`src/aluOpsPkg.sv`:
```
`default_nettype none

package aluOpsPkg;

    localparam int aluOpWidth = 5;

    // Codes follow the opcode field of the instruction word
    typedef enum logic [aluOpWidth-1:0] {
        aluAdd  = 5'b00010,
        aluSub  = 5'b00011,
        aluAnd  = 5'b00100,
        aluOr   = 5'b00101,
        aluRor  = 5'b00110,
        aluRol  = 5'b00111,
        aluShr  = 5'b01000,
        aluShra = 5'b01001,
        aluShl  = 5'b01010,
        aluMul  = 5'b01110, // 64-bit signed product
        aluDiv  = 5'b01111, // Remainder high, quotient low
        aluNeg  = 5'b10000,
        aluNot  = 5'b10001,
        aluNop  = 5'b11010  // Idle value of the sequencer
    } aluOp;

endpackage

`default_nettype wire

```
`src/datapathPkg.sv`:
```
`default_nettype none

package datapathPkg;
    import aluOpsPkg::*;

    localparam int wordWidth   = 32;
    localparam int regSelWidth = 4;
    localparam int opcodeWidth = 5;
    localparam int constWidth  = wordWidth - opcodeWidth - 2 * regSelWidth; // 19 bits

    // One control word per clock from the sequencer
    typedef struct packed {
        logic gra;       // Register picked by ra
        logic grb;       // By rb
        logic grc;       // By rc
        logic rIn;
        logic rOut;
        logic baOut;     // R0 reads as zero
        logic hiIn;
        logic hiOut;
        logic loIn;
        logic loOut;
        logic pcIn;
        logic pcOut;
        logic incPc;
        logic irIn;
        logic marIn;
        logic mdrIn;
        logic mdrOut;
        logic read;      // MDR takes memory data
        logic yIn;
        logic zIn;
        logic zHighOut;
        logic zLowOut;
        logic inPortOut;
        logic cOut;
        aluOp op;
    } controlWord;

    typedef struct packed {
        logic [opcodeWidth-1:0]            opcode;
        logic [regSelWidth-1:0]            ra;
        logic [regSelWidth-1:0]            rb;
        logic [regSelWidth-1:0]            rc;
        logic [constWidth-regSelWidth-1:0] spare;
    } registerForm;

    typedef struct packed {
        logic [opcodeWidth-1:0] opcode;
        logic [regSelWidth-1:0] ra;
        logic [regSelWidth-1:0] rb;
        logic [constWidth-1:0]  c;
    } immediateForm;

    // Same IR bits, two decodings
    typedef union packed {
        registerForm  rForm;
        immediateForm iForm;
    } instruction;

    // Every value that can drive the bus
    typedef struct packed {
        logic [wordWidth-1:0] general;
        logic [wordWidth-1:0] hi;
        logic [wordWidth-1:0] lo;
        logic [wordWidth-1:0] zHigh;
        logic [wordWidth-1:0] zLow;
        logic [wordWidth-1:0] pc;
        logic [wordWidth-1:0] mdr;
        logic [wordWidth-1:0] inPort;
        logic [wordWidth-1:0] c;
    } busSources;

endpackage

`default_nettype wire

```
`src/registerBank.sv`:
```
`timescale 1ns/1ns
`default_nettype none

module registerBank
    import datapathPkg::*;
(
    input  logic                 clock,
    input  logic                 rstN,
    input  controlWord           ctrl,
    input  instruction           ir,
    input  logic [wordWidth-1:0] bus,
    output busSources            sources
);

    localparam int regCount = 2 ** regSelWidth;

    logic [wordWidth-1:0]   regs [regCount];
    logic [wordWidth-1:0]   hi;
    logic [wordWidth-1:0]   lo;
    logic [regSelWidth-1:0] regSel;

    // Register number comes from the IR field named by the strobe
    always_comb begin
        if (ctrl.gra) begin
            regSel = ir.rForm.ra;
        end else if (ctrl.grb) begin
            regSel = ir.rForm.rb;
        end else if (ctrl.grc) begin
            regSel = ir.rForm.rc;
        end else begin
            regSel = '0;
        end
    end

    always_ff @(posedge clock or negedge rstN) begin
        if (!rstN) begin
            for (int i = 0; i < regCount; i++) begin
                regs[i] <= '0;
            end
        end else if (ctrl.rIn) begin
            regs[regSel] <= bus;
        end
    end

    always_ff @(posedge clock or negedge rstN) begin
        if (!rstN) begin
            hi <= '0;
            lo <= '0;
        end else begin
            if (ctrl.hiIn) hi <= bus; // Usually Z high after mul or div
            if (ctrl.loIn) lo <= bus;
        end
    end

    always_comb begin
        sources = '0; // Special register fields stay clear on this side
        // Base address forming treats R0 as zero
        if (ctrl.baOut && regSel == '0) begin
            sources.general = '0;
        end else begin
            sources.general = regs[regSel];
        end
        sources.hi = hi;
        sources.lo = lo;
    end

    // Sequencer names at most one IR field per cycle
    gprSelectOne: assert property (@(posedge clock) disable iff (!rstN)
        $onehot0({ctrl.gra, ctrl.grb, ctrl.grc}));

endmodule

`default_nettype wire

```
`config.mk`:
```
export PLATFORM = sky130hd
export DESIGN_NAME = registerBank
export DESIGN_NICKNAME = d
export VERILOG_FILES = /design/src/aluOpsPkg.sv /design/src/datapathPkg.sv /design/src/registerBank.sv
export SDC_FILE = /design/constraint.sdc
export NUM_CORES = 1
export LEC_CHECK = 0
export BUFFER_PORTS_ARGS = -buffer_cell sky130_fd_sc_hd__buf_2
export CORE_MARGIN = 2
export CORE_UTILIZATION = 40
export CTS_BUF_LIST = sky130_fd_sc_hd__clkbuf_4
export CTS_CLUSTER_DIAMETER = 50
export DETAILED_ROUTE_END_ITERATION = 10
export GPL_TIMING_DRIVEN = 0
export MAX_ROUTING_LAYER = met4
export PLACE_DENSITY = 0.63
export SETUP_SLACK_MARGIN = 0.1
export SYNTH_ARGS = -nofsm -noshare
export SYNTH_HDL_FRONTEND = slang
export SYNTH_SLANG_ARGS = --single-unit
```
`constraint.sdc`:
```
create_clock -name clock -period 3.9 [get_ports clock]
set_input_delay 0.78 -clock clock [delete_from_list [all_inputs] [get_ports clock]]
set_output_delay 0.78 -clock clock [all_outputs]
set_load 0.05 [all_outputs]
```
==> results by group <==
Run status
  • Status: finished clean

Yosys
  • Synthesized area per cell: around 12 um2
  • Synth area leaders: dfrtp_1, mux2_2, buf_4, a21oi_1, nand2_1
  • Sequential fraction of the synthesis area: 51.94%
  • Post-synth cell types: 38
  • Synthesized cell area: 27,750 um2
  • FFs w/ async S/R, synth: between 90% and 100%
  • Post-synth top cells: dfrtp_1, mux2_2, a21oi_1
  • Most frequent cell after synthesis: dfrtp_1
  • Post-synth top area cell: dfrtp_1
  • Synth warn: 0
  • Yosys top cell area share: 51.94%
  • Post-synth EDFFs: 0
  • Top FF cell, synth: dfrtp_1
  • Number of synthesized register bits: about 580
  • Post-synthesis cell count: between 2k and 2.5k

Route
  • Avg WL per Cell: 21.76 um
  • Post-route ant nets: 0
  • DR iter-0 viols: roughly 1.4k
  • Final WL: ~83,000 um
  • Drc violations: 0
  • Via density: approximately 5.3
  • Pre-antenna DRT Iters: 7
  • Vias: just over 20k

Pwr
  • Total power: 19.68 mW
  • VDD IR max: a little under 300 uV
  • P_leak: ~15 nW
  • Cell Pwr Density: approximately 600 nW/um2

Die
  • Initial core utilization: between 40 and 50%
  • Num ports: ~380
  • Die Y-Extent: between 200 and 300 um
  • Core footprint: 68,590 um2
  • Die width: about 270 um
  • Site Rows: 96
  • Die area: 71,500 um2

Setup path
  • Crit path capture: sources[286]
  • Critical Path AT: 3.01 ns
  • Crit-path max cell delay: around 0.37 ns
  • Worst setup startpoint: ctrl[27]
  • Reg2reg start: regs[18]$_DFFE_PN0P_
  • Kind of critical path: in2out
  • Setup slack, reg-to-reg: about 3 ns
  • Worst R2R End: regs[18]$_DFFE_PN0P_
  • Reg2reg path depth: 1
  • Worst-path maximum fanout: 10
  • CP Depth: 10
  • WP buf/inv: 4
  • Crit-path cells: clkbuf_4, nand3b_1, a21oi_1, a21oi_2, buf_4, nand2b_1, clkbuf_4, o22ai_1, a211o_1, buf_4
  • Crit end category: output port
  • Critical path's slowest cell: clkbuf_4
  • Startpoint types: input pin
  • Top cell family by delay on the critical path: buffers and inverters
  • Worst EP required: 3.12 ns

Global routing
  • Met3 Resource Use GR: slightly below 4%
  • GRT met2 Usage: 37.24%
  • Total GRT Usage: between 20% and 30%
  • Global route hottest layer: met2
  • Initial antenna violation count: 2
  • Global Route met1 Usage: around 30%
  • Global route overflow: 0
  • Number of global-route vias before repair: between 20k and 25k
  • Largest net degree at the start of global routing: roughly 130
  • Global-route wire length before repair: 124,800 um

Timing
  • Pins over their slew limit: 0
  • Setup TNS: 0 ns
  • Final hold viol count: 0
  • Hold Slack: around 0.25 ns
  • Unrepaired setup endpoints after global routing: yes
  • Max_slew headroom: roughly 39%
  • Setup WS post-layout: ~0.11 ns
  • Worst-Margin Slew: around 0.91 ns
  • Fin Clk Skew: 0 ns
  • Fin crit share: a little over nine tenths
  • Final setup viols: 0
  • Fmax achieved: 263.8 MHz
  • Fin crit period: between 3 and 4 ns

Place
  • IO buf count: 146
  • Final GP Congestion: between 0.9 and 1
  • DP Wirelength: 59,050 um
  • Pre-CTS WS: -0.5926 ns

Min path
  • Hold-critical path depth: 2
  • Min-Delay Path Class: in2reg

Layout
  • Layout Nets: 2,888
  • Share of cells above drive strength 1: 45.80%
  • Filler instances: about 6.3k
  • P&R area growth vs syn: 19.85%

Clock network
  • Maximum level of the CTS H-tree: 4
  • TritonCTS clock tree: yes
  • Clk buf depth: 3
  • Clock slew at reported path FFs: roughly 0.060 ns
  • Clk Latency, worst-skew pair: 0.88 ns
  • Clk root buf: clkbuf_4
  • Cts bufs inserted: between 100 and 150
  • Clk sinks: about 580

Flow run
  • Total of max-cap violations: 0
[worst min path at each step]
stage                                from               endpoint  slack (ns)
CTS                               bus[10]  regs[138]$_DFFE_PN0P_        0.18
global route                      bus[10]  regs[138]$_DFFE_PN0P_        0.24
global placement    regs[506]$_DFFE_PN0P_  regs[506]$_DFFE_PN0P_        0.46
floorplan           regs[502]$_DFFE_PN0P_  regs[502]$_DFFE_PN0P_        0.45
finish                            bus[10]  regs[138]$_DFFE_PN0P_        0.25
detailed placement  regs[509]$_DFFE_PN0P_  regs[509]$_DFFE_PN0P_        0.47
[registers in the layout (all words and copies together) (netlist names)]
register / cells
lo: 32
hi: 32
regs: 512
[kinds of logic after synthesis]
kind of cell	share of synthesized area, %
muxes	23.54
DFF	51.94
AOI/OAI and AO/OA	10.74
buffers and inverters	8.806
and+or+nand+nor	4.960
other	0.01351
[area by class of cell]
class,instances,area (um2),area share [%]
multi-input cells,1524,11940,35.91
diodes,2,5.005,0.01505
well taps,931,1165,3.503
clock inverters,25,205.2,0.6170
clock buffers,225,1689,5.079
repair buffers,157,993.5,2.987
plain buffers,386,2845,8.555
flip-flops and latches,576,14410,43.34
[layout by cell type, fill, tap and decap left out, types with 38 or more instances in the layout]
cell type / count
a211oi_1: 42
a21oi_1: 227
a22o_1: 62
buf_2: 153
buf_4: 264
buf_6: 38
clkbuf_1: 40
clkbuf_4: 236
conb_1: 192
dfrtp_1: 576
mux2_1: 65
mux2_2: 515
nand2_1: 227
[stage by stage]
step | util (%) | instances | cell area, um2
detailed placement | 44.45 | 3567 | 30480
global route | 48.49 | 3826 | 33260
global placement | 44.27 | 3563 | 30360
CTS | 48.02 | 3820 | 32930
floorplan | - | 2486 | 28470
finish | 48.49 | 3826 | 33260
[what timing repair did]
item | CTS | global route
resized for setup | 183 | 98
buffers inserted | 2 | 4
hold endpoints to repair | 74 | 0
endpoints found under the setup margin | 32 | 32
hold buffers | 1 | 0
pin swaps | 7 | 27
[routing by layer]
metal,vias up,wire [um]
met4,0,3202
met1,10240,34990
met3,184,5506
met5,-,0
li1,8860,-
met2,890,39580
[power breakdown]
group	total (mW)	leakage (nW)	internal, mW	switching (mW)
clock	5.32	1.14	2.87	2.45
combinational	5.53	7.26	2.44	3.09
sequential	8.83	7.04	7.83	0.997
Power figures use the tool's default switching activity.
