## src/aluOpsPkg.sv

```systemverilog
`default_nettype none

package aluOpsPkg;

    localparam int aluOpWidth = 5;

    // Codes follow the opcode field of the instruction word
    typedef enum logic [aluOpWidth-1:0] {
        aluAdd  = 5'b00010,
        aluSub  = 5'b00011,
        aluAnd  = 5'b00100,
        aluOr   = 5'b00101,
        aluRor  = 5'b00110,
        aluRol  = 5'b00111,
        aluShr  = 5'b01000,
        aluShra = 5'b01001,
        aluShl  = 5'b01010,
        aluMul  = 5'b01110, // 64-bit signed product
        aluDiv  = 5'b01111, // Remainder high, quotient low
        aluNeg  = 5'b10000,
        aluNot  = 5'b10001,
        aluNop  = 5'b11010  // Idle value of the sequencer
    } aluOp;

endpackage

`default_nettype wire

```

## src/datapathPkg.sv

```systemverilog
`default_nettype none

package datapathPkg;
    import aluOpsPkg::*;

    localparam int wordWidth   = 32;
    localparam int regSelWidth = 4;
    localparam int opcodeWidth = 5;
    localparam int constWidth  = wordWidth - opcodeWidth - 2 * regSelWidth; // 19 bits

    // One control word per clock from the sequencer
    typedef struct packed {
        logic gra;       // Register picked by ra
        logic grb;       // By rb
        logic grc;       // By rc
        logic rIn;
        logic rOut;
        logic baOut;     // R0 reads as zero
        logic hiIn;
        logic hiOut;
        logic loIn;
        logic loOut;
        logic pcIn;
        logic pcOut;
        logic incPc;
        logic irIn;
        logic marIn;
        logic mdrIn;
        logic mdrOut;
        logic read;      // MDR takes memory data
        logic yIn;
        logic zIn;
        logic zHighOut;
        logic zLowOut;
        logic inPortOut;
        logic cOut;
        aluOp op;
    } controlWord;

    typedef struct packed {
        logic [opcodeWidth-1:0]            opcode;
        logic [regSelWidth-1:0]            ra;
        logic [regSelWidth-1:0]            rb;
        logic [regSelWidth-1:0]            rc;
        logic [constWidth-regSelWidth-1:0] spare;
    } registerForm;

    typedef struct packed {
        logic [opcodeWidth-1:0] opcode;
        logic [regSelWidth-1:0] ra;
        logic [regSelWidth-1:0] rb;
        logic [constWidth-1:0]  c;
    } immediateForm;

    // Same IR bits, two decodings
    typedef union packed {
        registerForm  rForm;
        immediateForm iForm;
    } instruction;

    // Every value that can drive the bus
    typedef struct packed {
        logic [wordWidth-1:0] general;
        logic [wordWidth-1:0] hi;
        logic [wordWidth-1:0] lo;
        logic [wordWidth-1:0] zHigh;
        logic [wordWidth-1:0] zLow;
        logic [wordWidth-1:0] pc;
        logic [wordWidth-1:0] mdr;
        logic [wordWidth-1:0] inPort;
        logic [wordWidth-1:0] c;
    } busSources;

endpackage

`default_nettype wire

```

## src/specialRegisters.sv

```systemverilog
`timescale 1ns/1ns
`default_nettype none

module specialRegisters
    import datapathPkg::*;
(
    input  logic                   clock,
    input  logic                   rstN,
    input  controlWord             ctrl,
    input  logic [wordWidth-1:0]   bus,
    input  logic [wordWidth-1:0]   mdataIn,
    input  logic [wordWidth-1:0]   inPort,
    input  logic [2*wordWidth-1:0] aluResult,
    output logic [wordWidth-1:0]   yValue,
    output instruction             ir,
    output busSources              sources
);

    logic [wordWidth-1:0]   pc;
    logic [wordWidth-1:0]   mar;
    logic [wordWidth-1:0]   mdr;
    logic [wordWidth-1:0]   y;
    logic [2*wordWidth-1:0] z;

    always_ff @(posedge clock or negedge rstN) begin
        if (!rstN) begin
            pc  <= '0;
            ir  <= '0;
            mar <= '0;
            y   <= '0;
        end else begin
            if (ctrl.pcIn) pc <= bus;
            if (ctrl.irIn) ir <= bus;
            if (ctrl.marIn) mar <= bus;
            if (ctrl.yIn) y <= bus; // First ALU operand
        end
    end

    // Memory side or bus side
    always_ff @(posedge clock or negedge rstN) begin
        if (!rstN) begin
            mdr <= '0;
        end else if (ctrl.mdrIn) begin
            mdr <= ctrl.read ? mdataIn : bus;
        end
    end

    always_ff @(posedge clock or negedge rstN) begin
        if (!rstN) begin
            z <= '0;
        end else if (ctrl.zIn) begin
            // T0 fetch uses Z to hold the next PC
            z <= ctrl.incPc ? {{wordWidth{1'b0}}, pc + 1'b1} : aluResult;
        end
    end

    assign yValue = y;

    always_comb begin
        sources = '0; // General, HI and LO come from the bank
        sources.zHigh  = z[2*wordWidth-1:wordWidth];
        sources.zLow   = z[wordWidth-1:0];
        sources.pc     = pc;
        sources.mdr    = mdr;
        sources.inPort = inPort;
        // Sign-extended constant of the immediate form
        sources.c = {{(wordWidth - constWidth){ir.iForm.c[constWidth-1]}}, ir.iForm.c};
    end

    // PC+1 parked in Z must not race a direct PC load, and the
    // following PC load takes it back from Z low
    pcUpdatePath: assert property (@(posedge clock) disable iff (!rstN)
        (ctrl.incPc && ctrl.zIn) |-> !ctrl.pcIn ##1 (!ctrl.pcIn || ctrl.zLowOut));

    // Address settles in MAR a cycle before the read
    marBeforeRead: assert property (@(posedge clock) disable iff (!rstN)
        (ctrl.read && ctrl.mdrIn) |-> !ctrl.marIn && !$isunknown(mar));

endmodule

`default_nettype wire

```

## config.mk

```make
export PLATFORM = sky130hd
export DESIGN_NAME = specialRegisters
export DESIGN_NICKNAME = d
export VERILOG_FILES = /design/src/aluOpsPkg.sv /design/src/datapathPkg.sv /design/src/specialRegisters.sv
export SDC_FILE = /design/constraint.sdc
export NUM_CORES = 1
export LEC_CHECK = 0
export ABC_AREA = 1
export BUFFER_PORTS_ARGS = -buffer_cell sky130_fd_sc_hd__buf_4
export CAP_MARGIN = 0
export CORE_AREA = 2 2 210 212
export CTS_BUF_LIST = sky130_fd_sc_hd__clkbuf_4
export DETAILED_ROUTE_END_ITERATION = 6
export DIE_AREA = 0 0 212 214
export PLACE_DENSITY = 0.51
export SETUP_SLACK_MARGIN = 0.02
export SLEW_MARGIN = 20
export SYNTH_ARGS = -nofsm -noshare
export SYNTH_HDL_FRONTEND = slang
export SYNTH_SLANG_ARGS = --single-unit
export TNS_END_PERCENT = 20
```

## constraint.sdc

```tcl
create_clock -name clock -period 1.8 [get_ports clock]
set_input_delay 0.09 -clock clock [delete_from_list [all_inputs] [get_ports clock]]
set_output_delay 0.09 -clock clock [all_outputs]
set_load 0.01 [all_outputs]
```

==> results.cfg <==
[cells_and_area]
final_cell_mix = buf_4, dlygate4sd3_1, nand2_1
final_core_util_pct = 39.2
layout.cells.non_filler = 2492
fillCellCount = 4265
area_growth_pct = 70.9
nNetsFinal = 2085
final_common_cell = buf_4
drive_gt1_share_pct = 23.8

[clocking]
cts.path.max_buffers = 2
numCtsBuffers = 17
clk-insertion-delay-late_ns = 0.76
numClockSinks = 192
cts_max_level = 4
path_clk_slew_ns = 0.17
cts_tree = yes
cts-root-buf = clkbuf_4

[logic_synthesis]
syn_inst = 1217
ys_ff_latch = 192
netlist-cell-type-count = 28
synth_top_area_cell = dfrtp_1
ys_warn_count = 0
syn_avg_cell_area_um2 = 8.08
synth_area_leaders = dfrtp_1, buf_4, nand2_1
synth_area_um2 = 9830
synth_top_area_share_pct = 48.9
ys_seq_area_share_pct = 48.9

[run_status]
violations = negative setup slack
status = finished, violations left

[timing]
fin_crit_sh_pct = 105
tightest_slew_ns = 0.677
worst_slew_margin_rel_pct = 54.9
setup_ws_ns = -0.0814
fmax_mhz = 532
hold_violations = 0
slew_violations = 0
period_minus_slack_ns = 1.88
fin_tns_setup_ns = -0.167
finClkSkew_ns = 0.0328
rsz0062_at_grt = yes
setup_viol = 3

[critical_path]
critPathTopFamily = buffers and inverters
crit_chain = dlygate4sd3_1 > buf_4 > dlygate4sd3_1 > nand2_1 > dlygate4sd3_1 > a21oi_1 > dlygate4sd3_1
worstPathArrival_ns = 2.53
slowest_stage = dlygate4sd3_1
path_max_fanout = 1
worstSetupEndpoint = mdr[2]
cp_num_cells = 7
cpPeakStageDelay_ns = 0.55
reg2reg_setup_slack_ns = 0.05
crit_required_ns = 2.45
reg2reg_to = z[18]
r2r_start = pc[1]
crit_path_end_kind = flip-flop
critPathKind = in2reg
worstSetupStartpointType = input pin
reg2regPathDepth = 9
path_buf_inv = 5
startpoint = mdataIn[2]
crit_path_frequent_cell = dlygate4sd3_1

[drt]
drtIter0Drc = 441
first_pass_iters = 5
viasPerCell = 4.13
antenna_left = 0
vias = 10300
drc = 0
routed_wl_um = 41000
wire_per_inst_um = 16.4

[worst_hold_path]
min_path_type = in2reg

[global_route]
grt_pass1_vias = 10600
grt_max_degree = 66
antenna_found_initial = 3
grt_usage_pct = 18.2
grt_pass1_wl_um = 62200
grt-ovfl-total = 0

[placement]
port_buffers = 360
dp.cells = 2063
finalWeightedCongestion = 0.861
hpwl_um = 28000

[pwr]
peakVddDrop_mv = 0.524
p_per_area_nw_per_um2 = 639
p_leak_uw = 0.00810
finalPower_uw = 10700

[die]
dieWidth_um = 212
core_um2 = 42900
ios = 543
die-area_um2 = 45400
die_y_um = 214
start_util_pct = 22.9
rows = 76

[run]
cap_violations = 0
==> report_power, final <==
group | leakage [uW] | switching, uW | total (uW) | internal, uW
Clock | 0.000137 | 1770 | 2360 | 589
Sequential | 0.00225 | 331 | 5060 | 4730
Combinational | 0.00572 | 1560 | 3320 | 1760
Total | 0.00810 | 3660 | 10700 | 7070
==> through the flow <==
| step | instance area (um2) | hold slack (ns) | setup slack [ns] |
|---|---|---|---|
| after CTS | 16700 | 0.0241 | 0.0384 |
| after detailed placement | 12400 | 0.105 | -0.0206 |
| after global routing | 16800 | 0.0484 | -0.0771 |
| final | 16800 | 0.100 | -0.0814 |
| after floorplan | 10200 | -0.206 | 0.338 |
| after global placement | 12400 | 0.103 | -0.0215 |
==> how the worst min path moves through the flow <==
stage,startpoint,to,slack [ns],cells after the start
6_report,ctrl[11],mdr[7],0.10,4
5_1_grt,ctrl[11],mdr[28],0.05,4
4_1_cts,bus[26],ir[26],0.02,4
3_5_place_dp,rstN,mdr[30],0.10,1
3_3_place_gp,rstN,mdr[30],0.10,1
2_1_floorplan,rstN,ir[0],-0.21,0
==> Yosys cell counts <==
cell and count:
and2_1 1, o21bai_1 1, a21oi_1 106, dfrtp_1 192, nand3_1 92, nand3b_1 1
xnor2_1 1, xor2_1 3, o221ai_1 1, buf_1 21, ha_1 1, nand4_1 1
o21a_1 32, nor2_1 136, nand2_1 287, o21ai_0 38, nor2_4 7, nand2_2 2
nor2_2 2, clkbuf_1 24, inv_1 85, conb_1 1, nand2_4 1, buf_4 161
o211ai_1 2, o22ai_1 6, o21ai_2 1, buf_2 11
==> per-layer routing <==
metal / wire, um / track usage, % / vias to the layer above / share of wire [%]
met5: 13 / 0 / - / 0.032
met4: 1010 / 6.08 / 2 / 2.5
met3: 2970 / 6.36 / 57 / 7.2
met2: 19800 / 30.3 / 376 / 48
met1: 17100 / 21.7 / 4912 / 42
li1: - / - / 4954 / -
==> layout make-up <==
| type | instances | area [um2] | area share (%) |
|---|---|---|---|
| tap | 585 | 732 | 4.36 |
| antenna | 2 | 5.00 | 0.0298 |
| timing repair buffer | 779 | 6990 | 41.6 |
| sequential | 192 | 4810 | 28.6 |
| clock inverter | 13 | 104 | 0.618 |
| clock buffer | 18 | 135 | 0.804 |
| multi-input combinational | 818 | 3700 | 22.0 |
| inverter | 85 | 319 | 1.90 |
==> worst reg2reg max path, delay by kind of cell, from the launching register on <==
family | cells | cell delay (ns)
flip-flops | 1 | 0.44
buffers and inverters | 1 | 0.06
AND/OR/NAND/NOR | 6 | 0.87
AO/OA/AOI/OAI | 1 | 0.12
adder cells (fa/ha/maj) | 1 | 0.22
==> timing repair <==
action                                  CTS  global route
endpoints found under the setup margin   19            65
hold buffers                            399             2
pin swaps                                 0            13
cloned                                    0             0
hold endpoints to repair                384             2
setup buffers                             0             5
resized for setup                         4            56
==> logic make-up (layout without fill, tap and decap cells) <==
kind of cell	after synthesis	after routing	synth area share (%)
flip-flops	192	192	48.9
buffers and inverters	302	895	17.8
AND/OR/NAND/NOR	530	530	22.2
other	1	98	0.0382
XOR/XNOR	4	4	0.356
adder cells (fa/ha/maj)	1	1	0.127
AO/OA/AOI/OAI	187	187	10.6
==> state kept, by name, summed over array words and instances, names as in the netlist <==
name,cells
ir,32
mdr,32
pc,32
yValue,32
z,64
Power figures use the tool's default switching activity.
