**config.mk**
```make
export PLATFORM = sky130hd
export DESIGN_NAME = busEncoder
export DESIGN_NICKNAME = d
export VERILOG_FILES = /design/src/aluOpsPkg.sv /design/src/datapathPkg.sv /design/src/busEncoder.sv
export SDC_FILE = /design/constraint.sdc
export NUM_CORES = 1
export LEC_CHECK = 0
export BUFFER_PORTS_ARGS = -buffer_cell sky130_fd_sc_hd__buf_2
export CAP_MARGIN = 20
export CORE_AREA = 3 3 134 136
export DETAILED_ROUTE_END_ITERATION = 8
export DIE_AREA = 0 0 137 139
export PLACE_DENSITY_LB_ADDON = 0.1
export SYNTH_ARGS = -nofsm -noshare
export SYNTH_HDL_FRONTEND = slang
export SYNTH_SLANG_ARGS = --single-unit
```
**constraint.sdc**
```tcl
create_clock -name vclk -period 2.2
set_input_delay 0.44 -clock vclk [all_inputs]
set_output_delay 0.44 -clock vclk [all_outputs]
set_load 0.02 [all_outputs]
```
**src/aluOpsPkg.sv**
```systemverilog
`default_nettype none

package aluOpsPkg;

    localparam int aluOpWidth = 5;

    // Codes follow the opcode field of the instruction word
    typedef enum logic [aluOpWidth-1:0] {
        aluAdd  = 5'b00010,
        aluSub  = 5'b00011,
        aluAnd  = 5'b00100,
        aluOr   = 5'b00101,
        aluRor  = 5'b00110,
        aluRol  = 5'b00111,
        aluShr  = 5'b01000,
        aluShra = 5'b01001,
        aluShl  = 5'b01010,
        aluMul  = 5'b01110, // 64-bit signed product
        aluDiv  = 5'b01111, // Remainder high, quotient low
        aluNeg  = 5'b10000,
        aluNot  = 5'b10001,
        aluNop  = 5'b11010  // Idle value of the sequencer
    } aluOp;

endpackage

`default_nettype wire

```
**src/datapathPkg.sv**
```systemverilog
`default_nettype none

package datapathPkg;
    import aluOpsPkg::*;

    localparam int wordWidth   = 32;
    localparam int regSelWidth = 4;
    localparam int opcodeWidth = 5;
    localparam int constWidth  = wordWidth - opcodeWidth - 2 * regSelWidth; // 19 bits

    // One control word per clock from the sequencer
    typedef struct packed {
        logic gra;       // Register picked by ra
        logic grb;       // By rb
        logic grc;       // By rc
        logic rIn;
        logic rOut;
        logic baOut;     // R0 reads as zero
        logic hiIn;
        logic hiOut;
        logic loIn;
        logic loOut;
        logic pcIn;
        logic pcOut;
        logic incPc;
        logic irIn;
        logic marIn;
        logic mdrIn;
        logic mdrOut;
        logic read;      // MDR takes memory data
        logic yIn;
        logic zIn;
        logic zHighOut;
        logic zLowOut;
        logic inPortOut;
        logic cOut;
        aluOp op;
    } controlWord;

    typedef struct packed {
        logic [opcodeWidth-1:0]            opcode;
        logic [regSelWidth-1:0]            ra;
        logic [regSelWidth-1:0]            rb;
        logic [regSelWidth-1:0]            rc;
        logic [constWidth-regSelWidth-1:0] spare;
    } registerForm;

    typedef struct packed {
        logic [opcodeWidth-1:0] opcode;
        logic [regSelWidth-1:0] ra;
        logic [regSelWidth-1:0] rb;
        logic [constWidth-1:0]  c;
    } immediateForm;

    // Same IR bits, two decodings
    typedef union packed {
        registerForm  rForm;
        immediateForm iForm;
    } instruction;

    // Every value that can drive the bus
    typedef struct packed {
        logic [wordWidth-1:0] general;
        logic [wordWidth-1:0] hi;
        logic [wordWidth-1:0] lo;
        logic [wordWidth-1:0] zHigh;
        logic [wordWidth-1:0] zLow;
        logic [wordWidth-1:0] pc;
        logic [wordWidth-1:0] mdr;
        logic [wordWidth-1:0] inPort;
        logic [wordWidth-1:0] c;
    } busSources;

endpackage

`default_nettype wire

```
**src/busEncoder.sv**
```systemverilog
`timescale 1ns/1ns
`default_nettype none

module busEncoder
    import datapathPkg::*;
(
    input  logic                 clock,
    input  controlWord           ctrl,
    input  busSources            sources,
    output logic [wordWidth-1:0] bus
);

    logic generalOut;

    assign generalOut = ctrl.rOut | ctrl.baOut;

    // AND-OR select, zero when nothing drives
    always_comb begin
        bus = '0;
        bus |= {wordWidth{generalOut}}     & sources.general;
        bus |= {wordWidth{ctrl.hiOut}}     & sources.hi;
        bus |= {wordWidth{ctrl.loOut}}     & sources.lo;
        bus |= {wordWidth{ctrl.zHighOut}}  & sources.zHigh;
        bus |= {wordWidth{ctrl.zLowOut}}   & sources.zLow;
        bus |= {wordWidth{ctrl.pcOut}}     & sources.pc;
        bus |= {wordWidth{ctrl.mdrOut}}    & sources.mdr;
        bus |= {wordWidth{ctrl.inPortOut}} & sources.inPort;
        bus |= {wordWidth{ctrl.cOut}}      & sources.c;
    end

    // Two drivers at once would OR their values together
    singleDriver: assert property (@(posedge clock)
        $onehot0({ctrl.rOut, ctrl.baOut, ctrl.hiOut, ctrl.loOut, ctrl.zHighOut,
                  ctrl.zLowOut, ctrl.pcOut, ctrl.mdrOut, ctrl.inPortOut, ctrl.cOut}));

endmodule

`default_nettype wire

```
==> tab_implementation.tex <==
\begin{tabular}{lr}
\hline
Metric & Value \\
\hline
\multicolumn{2}{l}{\textbf{Outcome}} \\
\quad Run status & completed \\
\multicolumn{2}{l}{\textbf{Worst setup path}} \\
\quad Critical Path Source & ctrl[5] \\
\quad Setup Crit Path Kind & input pin to output pin \\
\quad Required time of the critical path & approximately 1.8 ns \\
\quad Maximum fanout along the worst path & 24 \\
\quad Critical Path End Type & output pin \\
\quad Capturing element of the worst setup path & bus[6] \\
\quad Startpoint type of the worst setup path & input pin \\
\quad Worst endpoint data arrival time & between 1.5 and 2 ns \\
\multicolumn{2}{l}{\textbf{Final layout}} \\
\quad Number of nets in the layout & 859 \\
\quad Sequential cell count of the final layout & 0 \\
\quad Count of inserted antenna diode cells & 0 \\
\quad Clock tree buffer count of the final layout & 0 \\
\quad Area of all sequential standard cells & 0 um\^{}2 \\
\quad Fraction of layout instances using a drive strength above 1 & $\sim$70\% \\
\quad Signed area change from the synthesized netlist to the final layout & 116\% \\
\quad Non-Filler Cell Area, Final & 3690 um\^{}2 \\
\multicolumn{2}{l}{\textbf{Pwr}} \\
\quad Switching fraction of total power & approximately 48\% \\
\quad Internal power component & 0.000370 W \\
\quad Clock group share of total power & 0\% \\
\quad Fraction of power consumed by combinational cells & 100.0\% \\
\quad Sw Pwr & approximately 0.00034 W \\
\quad Leakage power total & 1.88 nW \\
\quad Worst IR Drop VDD & around 54 uV \\
\quad Design Power & between 0.0007 and 0.0008 W \\
\quad Share of power burned in registers & 0\% \\
\quad Pwr Density & roughly 190 nW/um\^{}2 \\
\multicolumn{2}{l}{\textbf{Routing}} \\
\quad Routed length per instance & around 19 um \\
\quad Residual DRC count & 0 \\
\quad Via count & about 3500 \\
\quad Detailed-routed wire length on met2 & roughly 7.7 mm \\
\quad Total wirelength of the detailed-routed design & roughly 14 mm \\
\quad Detailed-routing wirelength on met1 & roughly 5.2 mm \\
\quad Top layer reached by signal wires & met4 \\
\quad DRC violation total after the first TritonRoute iteration & $\sim$120 \\
\quad Vias per inst & 4.53 \\
\quad Final antenna-violating net count & 0 \\
\quad Met3 Wirelength & between 1 and 1.5 mm \\
\quad DRT Pass-1 Iters & 4 \\
\multicolumn{2}{l}{\textbf{Place}} \\
\quad Post-DP HPWL & about 12 mm \\
\quad Final Wtd Congestion & 0.780 \\
\quad Port bufs & 330 \\
\quad Total cell area at the placement stage & between 3000 and 4000 um\^{}2 \\
\multicolumn{2}{l}{\textbf{Floorplan}} \\
\quad Width of the die & between 100 and 150 um \\
\quad Starting density of the core & roughly 10\% \\
\quad Number of core rows & between 40 and 50 \\
\quad Height of the chip & between 100 and 150 um \\
\quad Die Footprint & 19000 um\^{}2 \\
\quad Ports placed on the boundary & 350 \\
\quad Standard cell core area & about 17000 um\^{}2 \\
\multicolumn{2}{l}{\textbf{Timing}} \\
\quad Final period util & 93.6\% \\
\quad Worst-Margin Slew & roughly 0.65 ns \\
\quad Slew Limit Fails & 0 \\
\quad Count of final setup violators & 0 \\
\quad Fmax & approximately 0.49 GHz \\
\quad Period minus WS final & just over 2 ns \\
\quad Final-report hold violation count & 0 \\
\quad RSZ-0062 raised after global routing & false \\
\quad Sum Neg Setup Slack & 0 ns \\
\quad Tightest slew margin relative to the limit & around 57\% \\
\multicolumn{2}{l}{\textbf{Global routing}} \\
\quad Global-route wire length before repair & approximately 20 mm \\
\quad All-layer global routing usage & 13.6\% \\
\quad Largest net degree at the start of global routing & 25 \\
\quad Vias in the first global route & roughly 3800 \\
\quad Initial antenna violation count & 0 \\
\quad Grt total ovfl & 0 \\
\multicolumn{2}{l}{\textbf{Clock tree}} \\
\quad Post-CTS Setup Inserts & 0 \\
\multicolumn{2}{l}{\textbf{Logic synthesis}} \\
\quad Synthesized-area fraction occupied by ao, oa, aoi and oai cells & 71.9\% \\
\quad Mapped Avg Cell Area & approximately 7.7 um\^{}2 \\
\quad Sequential element share of the synthesized area & 0\% \\
\quad Synthesized instance count & $\sim$220 \\
\quad XOR/XNOR share of the synthesized area & 0\% \\
\quad Simple-gate area share of the yosys netlist & 19.1\% \\
\quad Multiplexer fraction of the synthesized cell area & 0\% \\
\quad Adder-cell share of the synthesized area & 0\% \\
\quad Syn nets & about 540 \\
\quad Dominant cells by area after synthesis & sky130\_fd\_sc\_hd\_\_a22oi\_1, sky130\_fd\_sc\_hd\_\_a221oi\_2, sky130\_fd\_sc\_hd\_\_a22o\_1, sky130\_fd\_sc\_hd\_\_nand4\_1, sky130\_fd\_sc\_hd\_\_nand2\_1 \\
\quad Combinational family with the most area after synthesis & compound AO/OA/AOI/OAI gates \\
\quad Number of distinct library cell variants in the gate-level netlist after synthesis & 10 \\
\quad Cell type with the largest total area after synthesis & sky130\_fd\_sc\_hd\_\_a22oi\_1 \\
\quad Netlist area before placement & 1710 um\^{}2 \\
\quad Number of warnings reported in the yosys synthesis log & 0 \\
\quad Area fraction of the dominant cell type after synthesis & 28.1\% \\
\multicolumn{2}{l}{\textbf{Run}} \\
\quad Max-Cap Viols & 0 \\
\multicolumn{2}{l}{\textbf{Hold path}} \\
\quad Classification of the worst-slack hold path & input pin to output pin \\
\hline
\end{tabular}
## cell families after synthesis
| group | count (synthesis) |
|---|---|
| AND/OR/NAND/NOR | 65 |
| buffers and inverters | 28 |
| AO/OA/AOI/OAI | 128 |
## stage by stage
stage / utilization, % / instances / hold WS, ns / worst slack [ns]
floorplan: - / 221 / 1.08 / 0.508
global placement: 21.6 / 764 / 1.21 / 0.0299
detailed placement: 21.6 / 764 / 1.20 / 0.0346
CTS: 21.6 / 764 / 1.20 / 0.0344
global route: 21.6 / 764 / 1.22 / 0.0746
finish: 21.6 / 764 / 1.20 / 0.142
## what timing repair did
action                                  in CTS  in global routing
gates resized for setup                      0                  1
endpoints found under the setup margin       0                  4
hold buffers                                 0                  0
## worst min-delay path by stage
stage | depth (start not counted) | endpoint | from | slack, ns
CTS | 4 | bus[26] | sources[282] | 1.20
floorplan | 2 | bus[0] | sources[256] | 1.08
detailed placement | 4 | bus[26] | sources[282] | 1.20
global placement | 4 | bus[22] | sources[278] | 1.21
finish | 4 | bus[11] | sources[267] | 1.20
global route | 4 | bus[30] | sources[286] | 1.22
## power by group through the flow
| stage | sequential (W) | clock, W | combinational, W |
|---|---|---|---|
| after global routing | 0 | 0 | 0.000776 |
| final | 0 | 0 | 0.000710 |
| after CTS | 0 | 0 | 0.000717 |
| after detailed placement | 0 | 0 | 0.000715 |
| after global placement | 0 | 0 | 0.000708 |
| after floorplan | 0 | 0 | 0.000306 |
## cell usage in the layout, fill, tap and decap left out
| cell | netlist | routed |
|---|---|---|
| sky130_fd_sc_hd__buf_2 | 8 | 329 |
| sky130_fd_sc_hd__buf_12 | 0 | 6 |
| sky130_fd_sc_hd__buf_4 | 0 | 10 |
| sky130_fd_sc_hd__a221oi_2 | 30 | 30 |
| sky130_fd_sc_hd__clkbuf_4 | 0 | 1 |
| sky130_fd_sc_hd__nand4_1 | 32 | 32 |
| sky130_fd_sc_hd__a22o_1 | 32 | 32 |
| sky130_fd_sc_hd__a221oi_1 | 2 | 2 |
| sky130_fd_sc_hd__nand2_1 | 32 | 32 |
| sky130_fd_sc_hd__or2_1 | 1 | 1 |
| sky130_fd_sc_hd__a22oi_1 | 64 | 64 |
## cells in the mapped netlist
library cell	count
sky130_fd_sc_hd__nand4_1	32
sky130_fd_sc_hd__or2_1	1
sky130_fd_sc_hd__buf_2	8
sky130_fd_sc_hd__buf_6	5
sky130_fd_sc_hd__a221oi_1	2
sky130_fd_sc_hd__nand2_1	32
sky130_fd_sc_hd__clkbuf_1	15
sky130_fd_sc_hd__a22oi_1	64
sky130_fd_sc_hd__a22o_1	32
sky130_fd_sc_hd__a221oi_2	30
## layer usage
| layer | vias up | GRT usage, % |
|---|---|---|
| li1 | 1632 | - |
| met1 | 1615 | 14.8 |
| met4 | 0 | 2.57 |
| met2 | 195 | 27.4 |
| met3 | 20 | 1.71 |
| met5 | - | 0 |
## area by class of cell
type                            instances  area, um^2
Fill cell                            1973       13400
Timing Repair Buffer                  346        1850
Multi-Input combinational cell        193        1560
Tap cell                              225         282
## critical path, stage by stage
cell	delay (ns)
sky130_fd_sc_hd__buf_2	0.51
sky130_fd_sc_hd__buf_4	0.29
sky130_fd_sc_hd__a22oi_1	0.08
sky130_fd_sc_hd__nand4_1	0.12
sky130_fd_sc_hd__buf_2	0.17
Power figures use the tool's default switching activity.
